File: config.mk
export PLATFORM = sky130hd
export DESIGN_NAME = eth_stats_collector
export DESIGN_NICKNAME = d
export VERILOG_FILES = /design/src/eth_regs_pkg.sv /design/src/eth_stats_pkg.sv /design/src/eth_stats_if.sv /design/src/eth_frame_counter_rx.sv /design/src/eth_frame_counter_tx.sv /design/src/eth_stats_adder.sv /design/src/eth_stats_collector.sv /design/src/eth_stats_log.sv /design/src/eth_stats_regs.sv
export SDC_FILE = /design/constraint.sdc
export NUM_CORES = 2
export LEC_CHECK = 0
export ABC_CLOCK_PERIOD_IN_PS = 34700
export BUFFER_PORTS_ARGS = -buffer_cell sky130_fd_sc_hd__buf_2
export CAP_MARGIN = 25
export CELL_PAD_IN_SITES_DETAIL_PLACEMENT = 0
export CELL_PAD_IN_SITES_GLOBAL_PLACEMENT = 1
export CORE_ASPECT_RATIO = 1.25
export CORE_MARGIN = 10
export CORE_UTILIZATION = 45
export DETAILED_ROUTE_END_ITERATION = 10
export GPL_TIMING_DRIVEN = 0
export MAX_ROUTING_LAYER = met4
export PLACE_DENSITY_LB_ADDON = 0.1
export SKIP_LAST_GASP = 1
export SYNTH_ARGS = -nofsm -noshare
export SYNTH_HDL_FRONTEND = slang
export SYNTH_SLANG_ARGS = --single-unit
File: constraint.sdc
create_clock -name clk -period 34.7 [get_ports clk]
set_clock_uncertainty 0.15 [all_clocks]
set_input_delay 10.41 -clock clk [delete_from_list [all_inputs] [get_ports clk]]
set_output_delay 10.41 -clock clk [all_outputs]
set_load 0.1 [all_outputs]
File: src/eth_regs_pkg.sv
// AXI4-Lite register map; write strobes and protection bits are not decoded

package eth_regs_pkg;

	localparam int unsigned ADDR_WIDTH = 12;
	localparam int unsigned DATA_WIDTH = 32;

	// Control bits
	localparam int unsigned CTRL_ENABLE = 0;
	localparam int unsigned CTRL_SRST = 1;

	localparam logic [ADDR_WIDTH-1:0] REG_CTRL = 12'h000;
	localparam logic [ADDR_WIDTH-1:0] REG_SAMPLE_PERIOD = 12'h004;
	localparam logic [ADDR_WIDTH-1:0] REG_OVERFLOW_LO = 12'h008;
	localparam logic [ADDR_WIDTH-1:0] REG_OVERFLOW_HI = 12'h00C;

	// Read-only counter view
	localparam logic [ADDR_WIDTH-1:0] REG_TX_BYTES_LO = 12'h010;
	localparam logic [ADDR_WIDTH-1:0] REG_TX_BYTES_HI = 12'h014;
	localparam logic [ADDR_WIDTH-1:0] REG_TX_GOOD_LO = 12'h018;
	localparam logic [ADDR_WIDTH-1:0] REG_TX_GOOD_HI = 12'h01C;
	localparam logic [ADDR_WIDTH-1:0] REG_TX_BAD_LO = 12'h020;
	localparam logic [ADDR_WIDTH-1:0] REG_TX_BAD_HI = 12'h024;
	localparam logic [ADDR_WIDTH-1:0] REG_RX_BYTES_LO = 12'h028;
	localparam logic [ADDR_WIDTH-1:0] REG_RX_BYTES_HI = 12'h02C;
	localparam logic [ADDR_WIDTH-1:0] REG_RX_GOOD_LO = 12'h030;
	localparam logic [ADDR_WIDTH-1:0] REG_RX_GOOD_HI = 12'h034;
	localparam logic [ADDR_WIDTH-1:0] REG_RX_BAD_LO = 12'h038;
	localparam logic [ADDR_WIDTH-1:0] REG_RX_BAD_HI = 12'h03C;

	localparam logic [1:0] RESP_OKAY = 2'b00;
	localparam logic [1:0] RESP_SLVERR = 2'b10;

	typedef enum logic {
		BUS_IDLE,
		BUS_RESP
	} bus_state_t;

endpackage

File: src/eth_stats_pkg.sv
// Widths and log layout for the one built configuration, in which every total is 64 bits wide

package eth_stats_pkg;

	// Totals and frame lengths
	localparam int unsigned STAT_WIDTH = 64;
	localparam int unsigned LEN_WIDTH = 17;
	localparam int unsigned ID_WIDTH = 3;
	localparam int unsigned TIMER_WIDTH = 32;

	// Good tx frames lie inside these bounds, both ends included
	localparam int unsigned MIN_FRAME_LEN = 60;
	localparam int unsigned MAX_FRAME_LEN = 1514;

	// One log record is five 64-bit beats
	localparam int unsigned LOG_BEATS = 5;
	localparam int unsigned BEAT_WIDTH = $clog2(LOG_BEATS);

	// Beat order within a record
	localparam int unsigned BEAT_TIME = 0;
	localparam int unsigned BEAT_TX_BYTES = 1;
	// Good count in the upper half, bad count in the lower half
	localparam int unsigned BEAT_TX_FRAMES = 2;
	localparam int unsigned BEAT_RX_BYTES = 3;
	localparam int unsigned BEAT_RX_FRAMES = 4;

	typedef enum logic {
		LOG_IDLE,
		LOG_SEND
	} log_state_t;

endpackage

File: src/eth_stats_if.sv
// Totals of one traffic direction, all in the clk domain; stats_id wraps every eight frames

`timescale 1ns/100ps

interface eth_stats_if;

	logic [eth_stats_pkg::STAT_WIDTH-1:0] total_bytes;
	logic [eth_stats_pkg::STAT_WIDTH-1:0] total_good;
	logic [eth_stats_pkg::STAT_WIDTH-1:0] total_bad;
	// Bumped on every counted frame
	logic [eth_stats_pkg::ID_WIDTH-1:0] stats_id;

	modport source (
		output total_bytes, total_good, total_bad, stats_id
	);

	modport sink (
		input total_bytes, total_good, total_bad, stats_id
	);

endinterface

File: src/eth_frame_counter_rx.sv
// The MAC never stalls rx, so every valid beat is one byte; tuser flags a bad frame

`timescale 1ns/100ps

module eth_frame_counter_rx (
	input logic clk,
	input logic rst_n,
	input logic axis_rx_tvalid,
	input logic axis_rx_tlast,
	input logic axis_rx_tuser,
	output logic [eth_stats_pkg::LEN_WIDTH-1:0] frame_bytes,
	output logic frame_good,
	output logic valid
);

	logic [eth_stats_pkg::LEN_WIDTH-1:0] beat_count;
	logic [eth_stats_pkg::LEN_WIDTH-1:0] length;

	assign length = beat_count + 1'b1;

	always_ff @(posedge clk) begin
		if (!rst_n) begin
			beat_count <= '0;
			valid <= 1'b0;
		end else begin
			valid <= axis_rx_tvalid && axis_rx_tlast;
			if (axis_rx_tvalid) begin
				beat_count <= axis_rx_tlast ? '0 : length;
			end
		end
	end

	// Verdict comes straight from the MAC on the last beat
	always_ff @(posedge clk) begin
		if (axis_rx_tvalid && axis_rx_tlast) begin
			frame_bytes <= length;
			frame_good <= !axis_rx_tuser;
		end
	end

endmodule

File: src/eth_frame_counter_tx.sv
// One byte per accepted beat is assumed; frames longer than 17 bits of bytes wrap

`timescale 1ns/100ps

module eth_frame_counter_tx (
	input logic clk,
	input logic rst_n,
	input logic axis_tx_tvalid,
	input logic axis_tx_tready,
	input logic axis_tx_tlast,
	output logic [eth_stats_pkg::LEN_WIDTH-1:0] frame_bytes,
	output logic frame_good,
	output logic valid
);

	logic [eth_stats_pkg::LEN_WIDTH-1:0] beat_count;
	logic [eth_stats_pkg::LEN_WIDTH-1:0] length;
	logic beat;

	assign beat = axis_tx_tvalid && axis_tx_tready;
	// Includes the current beat
	assign length = beat_count + 1'b1;

	always_ff @(posedge clk) begin
		if (!rst_n) begin
			beat_count <= '0;
			valid <= 1'b0;
		end else begin
			valid <= beat && axis_tx_tlast;
			if (beat) begin
				beat_count <= axis_tx_tlast ? '0 : length;
			end
		end
	end

	// Report is payload, no reset needed
	always_ff @(posedge clk) begin
		if (beat && axis_tx_tlast) begin
			frame_bytes <= length;
			frame_good <= (length >= eth_stats_pkg::MIN_FRAME_LEN) &&
				(length <= eth_stats_pkg::MAX_FRAME_LEN);
		end
	end

	a_valid_pulse: assert property (@(posedge clk) disable iff (!rst_n)
		valid |=> !valid);

endmodule

File: src/eth_stats_adder.sv
// Totals wrap at 64 bits; srst clears the totals but leaves the change counter running

`timescale 1ns/100ps

module eth_stats_adder (
	input logic clk,
	input logic rst_n,
	input logic srst,
	input logic enable,
	input logic valid,
	input logic frame_good,
	input logic [eth_stats_pkg::LEN_WIDTH-1:0] frame_length,
	eth_stats_if.source stats
);

	logic [eth_stats_pkg::STAT_WIDTH-1:0] frames;
	logic count;

	assign count = valid && enable;
	assign frames = stats.total_good + stats.total_bad;

	always_ff @(posedge clk) begin
		if (!rst_n || srst) begin
			stats.total_bytes <= '0;
			stats.total_good <= '0;
			stats.total_bad <= '0;
		end else if (count) begin
			stats.total_bytes <= stats.total_bytes + frame_length;
			if (frame_good) begin
				stats.total_good <= stats.total_good + 1'b1;
			end else begin
				stats.total_bad <= stats.total_bad + 1'b1;
			end
		end
	end

	// Change counter for the logger, wraps freely
	always_ff @(posedge clk) begin
		if (!rst_n) begin
			stats.stats_id <= '0;
		end else if (count) begin
			stats.stats_id <= stats.stats_id + 1'b1;
		end
	end

	a_one_frame: assert property (@(posedge clk) disable iff (!rst_n)
		!srst |=> frames <= $past(frames) + 1'b1);

endmodule

File: src/eth_stats_collector.sv
// Tx, rx and bus all share clk; one byte per stream beat; strobes and protection are not ported

`timescale 1ns/100ps

module eth_stats_collector (
	input logic clk,
	input logic rst_n,
	input logic [eth_stats_pkg::STAT_WIDTH-1:0] current_time,
	input logic time_running,

	// AXI4-Lite slave
	input logic [eth_regs_pkg::ADDR_WIDTH-1:0] s_axi_awaddr,
	input logic s_axi_awvalid,
	output logic s_axi_awready,
	input logic [eth_regs_pkg::DATA_WIDTH-1:0] s_axi_wdata,
	input logic s_axi_wvalid,
	output logic s_axi_wready,
	output logic [1:0] s_axi_bresp,
	output logic s_axi_bvalid,
	input logic s_axi_bready,
	input logic [eth_regs_pkg::ADDR_WIDTH-1:0] s_axi_araddr,
	input logic s_axi_arvalid,
	output logic s_axi_arready,
	output logic [eth_regs_pkg::DATA_WIDTH-1:0] s_axi_rdata,
	output logic [1:0] s_axi_rresp,
	output logic s_axi_rvalid,
	input logic s_axi_rready,

	// Log stream
	output logic [eth_stats_pkg::STAT_WIDTH-1:0] m_axis_log_tdata,
	output logic m_axis_log_tlast,
	output logic m_axis_log_tvalid,
	input logic m_axis_log_tready,

	// Monitored MAC streams
	input logic axis_tx_tvalid,
	input logic axis_tx_tready,
	input logic axis_tx_tlast,
	input logic axis_rx_tvalid,
	input logic axis_rx_tlast,
	input logic axis_rx_tuser
);

	logic enable;
	logic enable_q;
	logic srst;
	logic [eth_stats_pkg::TIMER_WIDTH-1:0] sample_period;
	logic [eth_stats_pkg::STAT_WIDTH-1:0] overflow_count;
	logic [eth_stats_pkg::LEN_WIDTH-1:0] tx_frame_bytes;
	logic [eth_stats_pkg::LEN_WIDTH-1:0] rx_frame_bytes;
	logic tx_frame_good;
	logic rx_frame_good;
	logic tx_valid;
	logic rx_valid;

	eth_stats_if tx_stats ();
	eth_stats_if rx_stats ();

	// Counting only while the host enables it and the time base runs
	always_ff @(posedge clk) begin
		if (!rst_n) begin
			enable_q <= 1'b0;
		end else begin
			enable_q <= enable && time_running;
		end
	end

	eth_frame_counter_tx u_tx_counter (
		.clk(clk),
		.rst_n(rst_n),
		.axis_tx_tvalid(axis_tx_tvalid),
		.axis_tx_tready(axis_tx_tready),
		.axis_tx_tlast(axis_tx_tlast),
		.frame_bytes(tx_frame_bytes),
		.frame_good(tx_frame_good),
		.valid(tx_valid)
	);

	eth_frame_counter_rx u_rx_counter (
		.clk(clk),
		.rst_n(rst_n),
		.axis_rx_tvalid(axis_rx_tvalid),
		.axis_rx_tlast(axis_rx_tlast),
		.axis_rx_tuser(axis_rx_tuser),
		.frame_bytes(rx_frame_bytes),
		.frame_good(rx_frame_good),
		.valid(rx_valid)
	);

	eth_stats_adder u_tx_adder (
		.clk(clk),
		.rst_n(rst_n),
		.srst(srst),
		.enable(enable_q),
		.valid(tx_valid),
		.frame_good(tx_frame_good),
		.frame_length(tx_frame_bytes),
		.stats(tx_stats.source)
	);

	eth_stats_adder u_rx_adder (
		.clk(clk),
		.rst_n(rst_n),
		.srst(srst),
		.enable(enable_q),
		.valid(rx_valid),
		.frame_good(rx_frame_good),
		.frame_length(rx_frame_bytes),
		.stats(rx_stats.source)
	);

	eth_stats_regs u_regs (
		.clk(clk),
		.rst_n(rst_n),
		.s_axi_awaddr(s_axi_awaddr),
		.s_axi_awvalid(s_axi_awvalid),
		.s_axi_awready(s_axi_awready),
		.s_axi_wdata(s_axi_wdata),
		.s_axi_wvalid(s_axi_wvalid),
		.s_axi_wready(s_axi_wready),
		.s_axi_bresp(s_axi_bresp),
		.s_axi_bvalid(s_axi_bvalid),
		.s_axi_bready(s_axi_bready),
		.s_axi_araddr(s_axi_araddr),
		.s_axi_arvalid(s_axi_arvalid),
		.s_axi_arready(s_axi_arready),
		.s_axi_rdata(s_axi_rdata),
		.s_axi_rresp(s_axi_rresp),
		.s_axi_rvalid(s_axi_rvalid),
		.s_axi_rready(s_axi_rready),
		.tx_stats(tx_stats.sink),
		.rx_stats(rx_stats.sink),
		.overflow_count(overflow_count),
		.enable(enable),
		.srst(srst),
		.sample_period(sample_period)
	);

	eth_stats_log u_log (
		.clk(clk),
		.rst_n(rst_n),
		.srst(srst),
		.sample_period(sample_period),
		.current_time(current_time),
		.tx_stats(tx_stats.sink),
		.rx_stats(rx_stats.sink),
		.overflow_count(overflow_count),
		.m_axis_log_tdata(m_axis_log_tdata),
		.m_axis_log_tlast(m_axis_log_tlast),
		.m_axis_log_tvalid(m_axis_log_tvalid),
		.m_axis_log_tready(m_axis_log_tready)
	);

endmodule

File: src/eth_stats_log.sv
// Good and bad counts are cut to 32 bits in the record; a trigger during a record is dropped

`timescale 1ns/100ps

module eth_stats_log (
	input logic clk,
	input logic rst_n,
	input logic srst,
	input logic [eth_stats_pkg::TIMER_WIDTH-1:0] sample_period,
	input logic [eth_stats_pkg::STAT_WIDTH-1:0] current_time,
	eth_stats_if.sink tx_stats,
	eth_stats_if.sink rx_stats,
	output logic [eth_stats_pkg::STAT_WIDTH-1:0] overflow_count,
	output logic [eth_stats_pkg::STAT_WIDTH-1:0] m_axis_log_tdata,
	output logic m_axis_log_tlast,
	output logic m_axis_log_tvalid,
	input logic m_axis_log_tready
);

	eth_stats_pkg::log_state_t state;
	logic [eth_stats_pkg::BEAT_WIDTH-1:0] beat;
	logic [eth_stats_pkg::STAT_WIDTH-1:0] snapshot [eth_stats_pkg::LOG_BEATS];
	logic [eth_stats_pkg::TIMER_WIDTH-1:0] sample_timer;
	logic [2*eth_stats_pkg::ID_WIDTH-1:0] id_now;
	logic [2*eth_stats_pkg::ID_WIDTH-1:0] id_prev;
	logic trigger;
	logic start;

	assign id_now = {tx_stats.stats_id, rx_stats.stats_id};
	assign start = trigger && (state == eth_stats_pkg::LOG_IDLE);

	// Change detection gated by the sample period
	always_ff @(posedge clk) begin
		if (!rst_n) begin
			id_prev <= '0;
			trigger <= 1'b0;
		end else begin
			id_prev <= id_now;
			trigger <= (id_now != id_prev) && (sample_timer >= sample_period);
		end
	end

	// Saturates instead of wrapping
	always_ff @(posedge clk) begin
		if (!rst_n || srst || start) begin
			sample_timer <= '0;
		end else if (!(&sample_timer)) begin
			sample_timer <= sample_timer + 1'b1;
		end
	end

	always_ff @(posedge clk) begin
		if (!rst_n || srst) begin
			overflow_count <= '0;
		end else if (trigger && state == eth_stats_pkg::LOG_SEND) begin
			overflow_count <= overflow_count + 1'b1;
		end
	end

	always_ff @(posedge clk) begin
		if (start) begin
			snapshot[eth_stats_pkg::BEAT_TIME] <= current_time;
			snapshot[eth_stats_pkg::BEAT_TX_BYTES] <= tx_stats.total_bytes;
			snapshot[eth_stats_pkg::BEAT_TX_FRAMES] <=
				{tx_stats.total_good[31:0], tx_stats.total_bad[31:0]};
			snapshot[eth_stats_pkg::BEAT_RX_BYTES] <= rx_stats.total_bytes;
			snapshot[eth_stats_pkg::BEAT_RX_FRAMES] <=
				{rx_stats.total_good[31:0], rx_stats.total_bad[31:0]};
		end
	end

	// Beat sequencer
	always_ff @(posedge clk) begin
		if (!rst_n) begin
			state <= eth_stats_pkg::LOG_IDLE;
			beat <= '0;
		end else begin
			case (state)
				eth_stats_pkg::LOG_IDLE: begin
					if (trigger) begin
						state <= eth_stats_pkg::LOG_SEND;
						beat <= '0;
					end
				end
				eth_stats_pkg::LOG_SEND: begin
					if (m_axis_log_tready) begin
						if (m_axis_log_tlast) begin
							state <= eth_stats_pkg::LOG_IDLE;
						end
						beat <= beat + 1'b1;
					end
				end
			endcase
		end
	end

	assign m_axis_log_tvalid = (state == eth_stats_pkg::LOG_SEND);
	assign m_axis_log_tlast = m_axis_log_tvalid && (beat == eth_stats_pkg::LOG_BEATS - 1);
	assign m_axis_log_tdata = snapshot[beat];

	a_tdata_stable: assert property (@(posedge clk) disable iff (!rst_n)
		m_axis_log_tvalid && !m_axis_log_tready |=> $stable(m_axis_log_tdata));

endmodule

File: src/eth_stats_regs.sv
// Single outstanding transaction per channel; writes to read-only counters are ignored

`timescale 1ns/100ps

module eth_stats_regs (
	input logic clk,
	input logic rst_n,
	input logic [eth_regs_pkg::ADDR_WIDTH-1:0] s_axi_awaddr,
	input logic s_axi_awvalid,
	output logic s_axi_awready,
	input logic [eth_regs_pkg::DATA_WIDTH-1:0] s_axi_wdata,
	input logic s_axi_wvalid,
	output logic s_axi_wready,
	output logic [1:0] s_axi_bresp,
	output logic s_axi_bvalid,
	input logic s_axi_bready,
	input logic [eth_regs_pkg::ADDR_WIDTH-1:0] s_axi_araddr,
	input logic s_axi_arvalid,
	output logic s_axi_arready,
	output logic [eth_regs_pkg::DATA_WIDTH-1:0] s_axi_rdata,
	output logic [1:0] s_axi_rresp,
	output logic s_axi_rvalid,
	input logic s_axi_rready,
	eth_stats_if.sink tx_stats,
	eth_stats_if.sink rx_stats,
	input logic [eth_stats_pkg::STAT_WIDTH-1:0] overflow_count,
	output logic enable,
	output logic srst,
	output logic [eth_stats_pkg::TIMER_WIDTH-1:0] sample_period
);

	eth_regs_pkg::bus_state_t wr_state;
	eth_regs_pkg::bus_state_t rd_state;
	logic wr_accept;
	logic wr_mapped;
	logic rd_accept;
	logic rd_mapped;
	logic [eth_regs_pkg::DATA_WIDTH-1:0] rd_word;

	assign wr_accept = (wr_state == eth_regs_pkg::BUS_IDLE) && s_axi_awvalid && s_axi_wvalid;
	assign s_axi_awready = wr_accept;
	assign s_axi_wready = wr_accept;
	assign s_axi_bvalid = (wr_state == eth_regs_pkg::BUS_RESP);

	assign rd_accept = (rd_state == eth_regs_pkg::BUS_IDLE) && s_axi_arvalid;
	assign s_axi_arready = rd_accept;
	assign s_axi_rvalid = (rd_state == eth_regs_pkg::BUS_RESP);

	// Map is contiguous and word aligned
	assign wr_mapped = (s_axi_awaddr <= eth_regs_pkg::REG_RX_BAD_HI) &&
		(s_axi_awaddr[1:0] == 2'b00);

	always_ff @(posedge clk) begin
		if (!rst_n) begin
			wr_state <= eth_regs_pkg::BUS_IDLE;
			enable <= 1'b0;
			srst <= 1'b0;
			sample_period <= '0;
		end else begin
			srst <= 1'b0;
			case (wr_state)
				eth_regs_pkg::BUS_IDLE: begin
					if (wr_accept) begin
						wr_state <= eth_regs_pkg::BUS_RESP;
						if (s_axi_awaddr == eth_regs_pkg::REG_CTRL) begin
							enable <= s_axi_wdata[eth_regs_pkg::CTRL_ENABLE];
							srst <= s_axi_wdata[eth_regs_pkg::CTRL_SRST];
						end
						if (s_axi_awaddr == eth_regs_pkg::REG_SAMPLE_PERIOD) begin
							sample_period <= s_axi_wdata;
						end
					end
				end
				eth_regs_pkg::BUS_RESP: begin
					if (s_axi_bready) begin
						wr_state <= eth_regs_pkg::BUS_IDLE;
					end
				end
			endcase
		end
	end

	always_ff @(posedge clk) begin
		if (wr_accept) begin
			s_axi_bresp <= wr_mapped ? eth_regs_pkg::RESP_OKAY : eth_regs_pkg::RESP_SLVERR;
		end
	end

	// Read mux, srst always reads back as zero
	always_comb begin
		rd_mapped = 1'b1;
		case (s_axi_araddr)
			eth_regs_pkg::REG_CTRL: rd_word = {{(eth_regs_pkg::DATA_WIDTH-1){1'b0}}, enable};
			eth_regs_pkg::REG_SAMPLE_PERIOD: rd_word = sample_period;
			eth_regs_pkg::REG_OVERFLOW_LO: rd_word = overflow_count[31:0];
			eth_regs_pkg::REG_OVERFLOW_HI: rd_word = overflow_count[63:32];
			eth_regs_pkg::REG_TX_BYTES_LO: rd_word = tx_stats.total_bytes[31:0];
			eth_regs_pkg::REG_TX_BYTES_HI: rd_word = tx_stats.total_bytes[63:32];
			eth_regs_pkg::REG_TX_GOOD_LO: rd_word = tx_stats.total_good[31:0];
			eth_regs_pkg::REG_TX_GOOD_HI: rd_word = tx_stats.total_good[63:32];
			eth_regs_pkg::REG_TX_BAD_LO: rd_word = tx_stats.total_bad[31:0];
			eth_regs_pkg::REG_TX_BAD_HI: rd_word = tx_stats.total_bad[63:32];
			eth_regs_pkg::REG_RX_BYTES_LO: rd_word = rx_stats.total_bytes[31:0];
			eth_regs_pkg::REG_RX_BYTES_HI: rd_word = rx_stats.total_bytes[63:32];
			eth_regs_pkg::REG_RX_GOOD_LO: rd_word = rx_stats.total_good[31:0];
			eth_regs_pkg::REG_RX_GOOD_HI: rd_word = rx_stats.total_good[63:32];
			eth_regs_pkg::REG_RX_BAD_LO: rd_word = rx_stats.total_bad[31:0];
			eth_regs_pkg::REG_RX_BAD_HI: rd_word = rx_stats.total_bad[63:32];
			default: begin
				rd_word = '0;
				rd_mapped = 1'b0;
			end
		endcase
	end

	always_ff @(posedge clk) begin
		if (!rst_n) begin
			rd_state <= eth_regs_pkg::BUS_IDLE;
		end else if (rd_accept) begin
			rd_state <= eth_regs_pkg::BUS_RESP;
		end else if (s_axi_rvalid && s_axi_rready) begin
			rd_state <= eth_regs_pkg::BUS_IDLE;
		end
	end

	// Sampled on accept and held through the response
	always_ff @(posedge clk) begin
		if (rd_accept) begin
			s_axi_rdata <= rd_word;
			s_axi_rresp <= rd_mapped ? eth_regs_pkg::RESP_OKAY : eth_regs_pkg::RESP_SLVERR;
		end
	end

	a_bvalid_hold: assert property (@(posedge clk) disable iff (!rst_n)
		s_axi_bvalid && !s_axi_bready |=> s_axi_bvalid);

	a_rvalid_hold: assert property (@(posedge clk) disable iff (!rst_n)
		s_axi_rvalid && !s_axi_rready |=> s_axi_rvalid && $stable(s_axi_rdata));

endmodule

==> impl_metrics.ini <==
[timing]
final-setup-viol-count = 0
clock.fmax_mhz = 45.62
rsz0062_at_grt = false
setup_tns_ps = 0
smallest_setup_slack_after_layout_ps = 12780
period_needed_ps = 21920
layout_worst_path_cycle_share_pct = 63.17
timing_hold_violations_final = 0
timing_max_transition_violations_final = 0
worst_pin_slew_ps = 1209
max_slew_margin_pct = 18.67

[critical_path]
worstSetupStartpointType = input pin
critical_path_peak_fanout = 8
crit_path_start = s_axi_arvalid
critical_path_class = input pin to output port
critPathArrivalTime_ps = 11360
origin_of_the_critical_flop_to_flop_path = u_tx_adder.stats.total_bytes[13]$_SDFFE_PP0P_
crit_required_ps = 24140
reg2reg_setup_slack_ps = 30510
worst_setup_path_end_kind = output port

[grt]
globalRoute.totalOverflow = 0
antenna_found_initial = 20
gr-usage-all-layers_pct = 36.61
grt_first_pass_wirelength_mm = 290.2
grt_start_max_net_pins = 37
first_global_vias = 37267

[placement]
globalplace.congestion = 1.077
place_hpwl_mm = 163.2
placement.io_buffers = 236
place_ws_ps = 12750

[logic_synthesis]
syn-mean-instance-area_um2 = 10.41
synth-main-ff-cell = sky130_fd_sc_hd__dfxtp_1
synth.largest_area_cell = sky130_fd_sc_hd__edfxtp_1
combinational_family_with_the_most_area_after_synthesis = simple AND/OR/NAND/NOR gates
synth.ff_latch_count = 963
ys_seq_area_share_pct = 50.54
synth_compound_gate_area_share_pct = 11.68
synth.area.top_cells = sky130_fd_sc_hd__edfxtp_1 (26%), sky130_fd_sc_hd__dfxtp_1 (25%), sky130_fd_sc_hd__xor2_1 (3.5%)
syn_inst = 4406
async_flop_share_pct = 0
synth.cell_area_mm2 = 0.04587
synthDistinctLibCells = 85
synth_top_area_share_pct = 25.53
xor_and_xnor_fraction_of_the_mapped_netlist_area_pct = 6.759
mux_cell_area_share_after_synthesis_pct = 6.004
synth_enable_flop_cells = 390
synth.yosys.warnings = 0
synth-simple-area-share_pct = 19.85
synth_adder_area_share_pct = 2.242

[pwr]
power.density_cell_area_mw_per_mm2 = 46.31
clkPwrFrac_pct = 49.2
switching_share_pct = 22.29
power.share.combinational_pct = 2.9
power_leakage_nw = 18.00
max-vdd-ir-drop_mv = 0.03940
p_seq_share_pct = 47.9
totalPowerFinal_w = 0.002453
p_switching_w = 0.0005469
internal_power_w = 0.001907

[cts]
cts_hold_repair.buffers = 0
clockRootBuffer = sky130_fd_sc_hd__clkbuf_16
clock_tree_from_tritoncts = done
cts-htree-levels = 3
max-clock-path-buffers = 3
clk_pin_slew_ps = 60
clock_insertion_delay_at_the_later_pin_of_the_skew_report_ps = 750
post_cts_resize_count = 0
clkSinkCount = 963
cts_post_setup_buffers_inserted = 0
cts_made_buffers = 101

[run]
maxCapViolations = 0

[drt]
drt_iter0_markers = 5247
num_vias = 39750
first_drt_pass_iteration_count = 10
number_of_nets_with_antenna_violations_after_routing = 0
drt_via_density = 6.395
post-route-drc-count = 0
routedWlPerCell_um = 33.80
detail_route.wirelength_mm = 210.1

[floorplan]
floorplan.core_area_mm2 = 0.1008
site_row_count = 130
start_util_pct = 45.48
floorplan.io_pins = 242
die-area_mm2 = 0.1152
die-width_um = 305.6
dieHeight_um = 377.0

[final_layout]
area_growth_syn_to_layout_pct = 15.50
filler_cells_inserted = 9308
final_nets = 5001
mostFrequentLayoutCell = sky130_fd_sc_hd__dfxtp_1
mostFrequentLayoutCells = sky130_fd_sc_hd__dfxtp_1 (573), sky130_fd_sc_hd__nor2_1 (399), sky130_fd_sc_hd__edfxtp_1 (390)
drive_above_1_share_pct = 13.46

[worst_hold_path]
timing.hold.worst.start = u_tx_adder.stats.total_bytes[22]$_SDFFE_PP0P_
hp-class = register to register

[outcome]
status = completed
## sequential cells by signal (all words and copies together), names as in the netlist, 6 cells and up, named ones only
register	count
u_tx_adder.stats.total_bytes	64
u_rx_adder.stats.total_bytes	64
u_regs.s_axi_rdata	32
u_rx_adder.stats.total_good	64
u_rx_adder.stats.total_bad	64
u_regs.sample_period	32
u_log.id_prev	6
u_tx_counter.frame_bytes	17
u_tx_adder.stats.total_bad	64
u_tx_counter.beat_count	17
u_log.snapshot	320
u_rx_counter.beat_count	17
u_log.overflow_count	64
u_rx_counter.frame_bytes	17
u_tx_adder.stats.total_good	64
u_log.sample_timer	32
## metal layers
metal  track usage (%)  up-vias  share of wire [%]
li1                  -    17387                  -
met1             43.40    19644                 39
met2             54.63     2133                 44
met3             8.236      586                9.2
met4             26.42        0                8.6
met5                 -        -                  0
## per-stage QoR
step | hold WS (ps) | util, % | area (um^2) | instances
after floorplan | 256.4 | - | 45870 | 4407
after CTS | 294.4 | 52.43 | 52870 | 6187
after global placement | 263.7 | 48.30 | 48710 | 5963
after global routing | 304.6 | 52.50 | 52940 | 6201
final | 303.3 | 52.53 | 52980 | 6216
after detailed placement | 266.2 | 48.82 | 49230 | 5997
## power by group through the flow
stage                     clock [W]  combinational (W)  sequential (W)
after floorplan                   0          0.0000243         0.00121
after global placement            0          0.0000667         0.00120
after detailed placement          0          0.0000692         0.00120
after CTS                   0.00122          0.0000695         0.00118
after global routing        0.00126          0.0000732         0.00118
final                       0.00121          0.0000700         0.00118
## worst max-delay path, cell delays in order
cell and delay, ps:
sky130_fd_sc_hd__buf_2 90, sky130_fd_sc_hd__nor2b_4 350, sky130_fd_sc_hd__buf_2 500
## cell type report
cell class,instances,area [um^2],area share (%)
Clock inverter,64,908.4,1.715
Tap cell,1320,1652,3.117
Sequential cell,963,23180,43.76
Antenna cell,24,60.06,0.1134
Buffer,243,988.4,1.866
Multi-Input combinational cell,3106,21400,40.39
Inverter,95,356.6,0.6731
Timing Repair Buffer,275,1699,3.207
Clock buffer,126,2734,5.160
## cells in the mapped netlist, drive strengths merged (11+ instances only)
| master | n |
|---|---|
| inv | 94 |
| clkbuf | 190 |
| xnor2 | 169 |
| a22o | 52 |
| mux4 | 64 |
| nand3 | 220 |
| a2111o | 17 |
| a211oi | 19 |
| mux2i | 58 |
| and2 | 48 |
| a22oi | 77 |
| nor2b | 70 |
| buf | 53 |
| nand4 | 184 |
| o41ai | 26 |
| or3 | 68 |
| nor4 | 84 |
| a21o | 28 |
| a21boi | 11 |
| a222oi | 46 |
| nor3 | 80 |
| nand2b | 54 |
| a221oi | 54 |
| and4 | 65 |
| nor2 | 400 |
| edfxtp | 390 |
| dfxtp | 573 |
| o21ai | 140 |
| or4 | 23 |
| a31oi | 12 |
| xor2 | 185 |
| mux2 | 65 |
| nand2 | 306 |
| ha | 79 |
| o311ai | 22 |
| o31ai | 19 |
| a21oi | 171 |
| and3 | 91 |
## final timing paths
kind                                                   endpoint  depth (start not counted)
setup / recovery                                  s_axi_arready                          3
hold reg to reg                 u_log.snapshot[1][22]$_DFFE_PP_                          0
hold / removal                  u_log.snapshot[1][22]$_DFFE_PP_                          0
setup reg to reg  u_tx_adder.stats.total_bytes[54]$_SDFFE_PP0P_                         10
## logic make-up after synthesis
family / Yosys count
simple gates: 1723
other cells: 1
mux: 187
compound gates: 759
xor+xnor: 354
flops: 963
buf+inv: 338
fa+ha+maj: 81
Power figures use the tool's default switching activity.
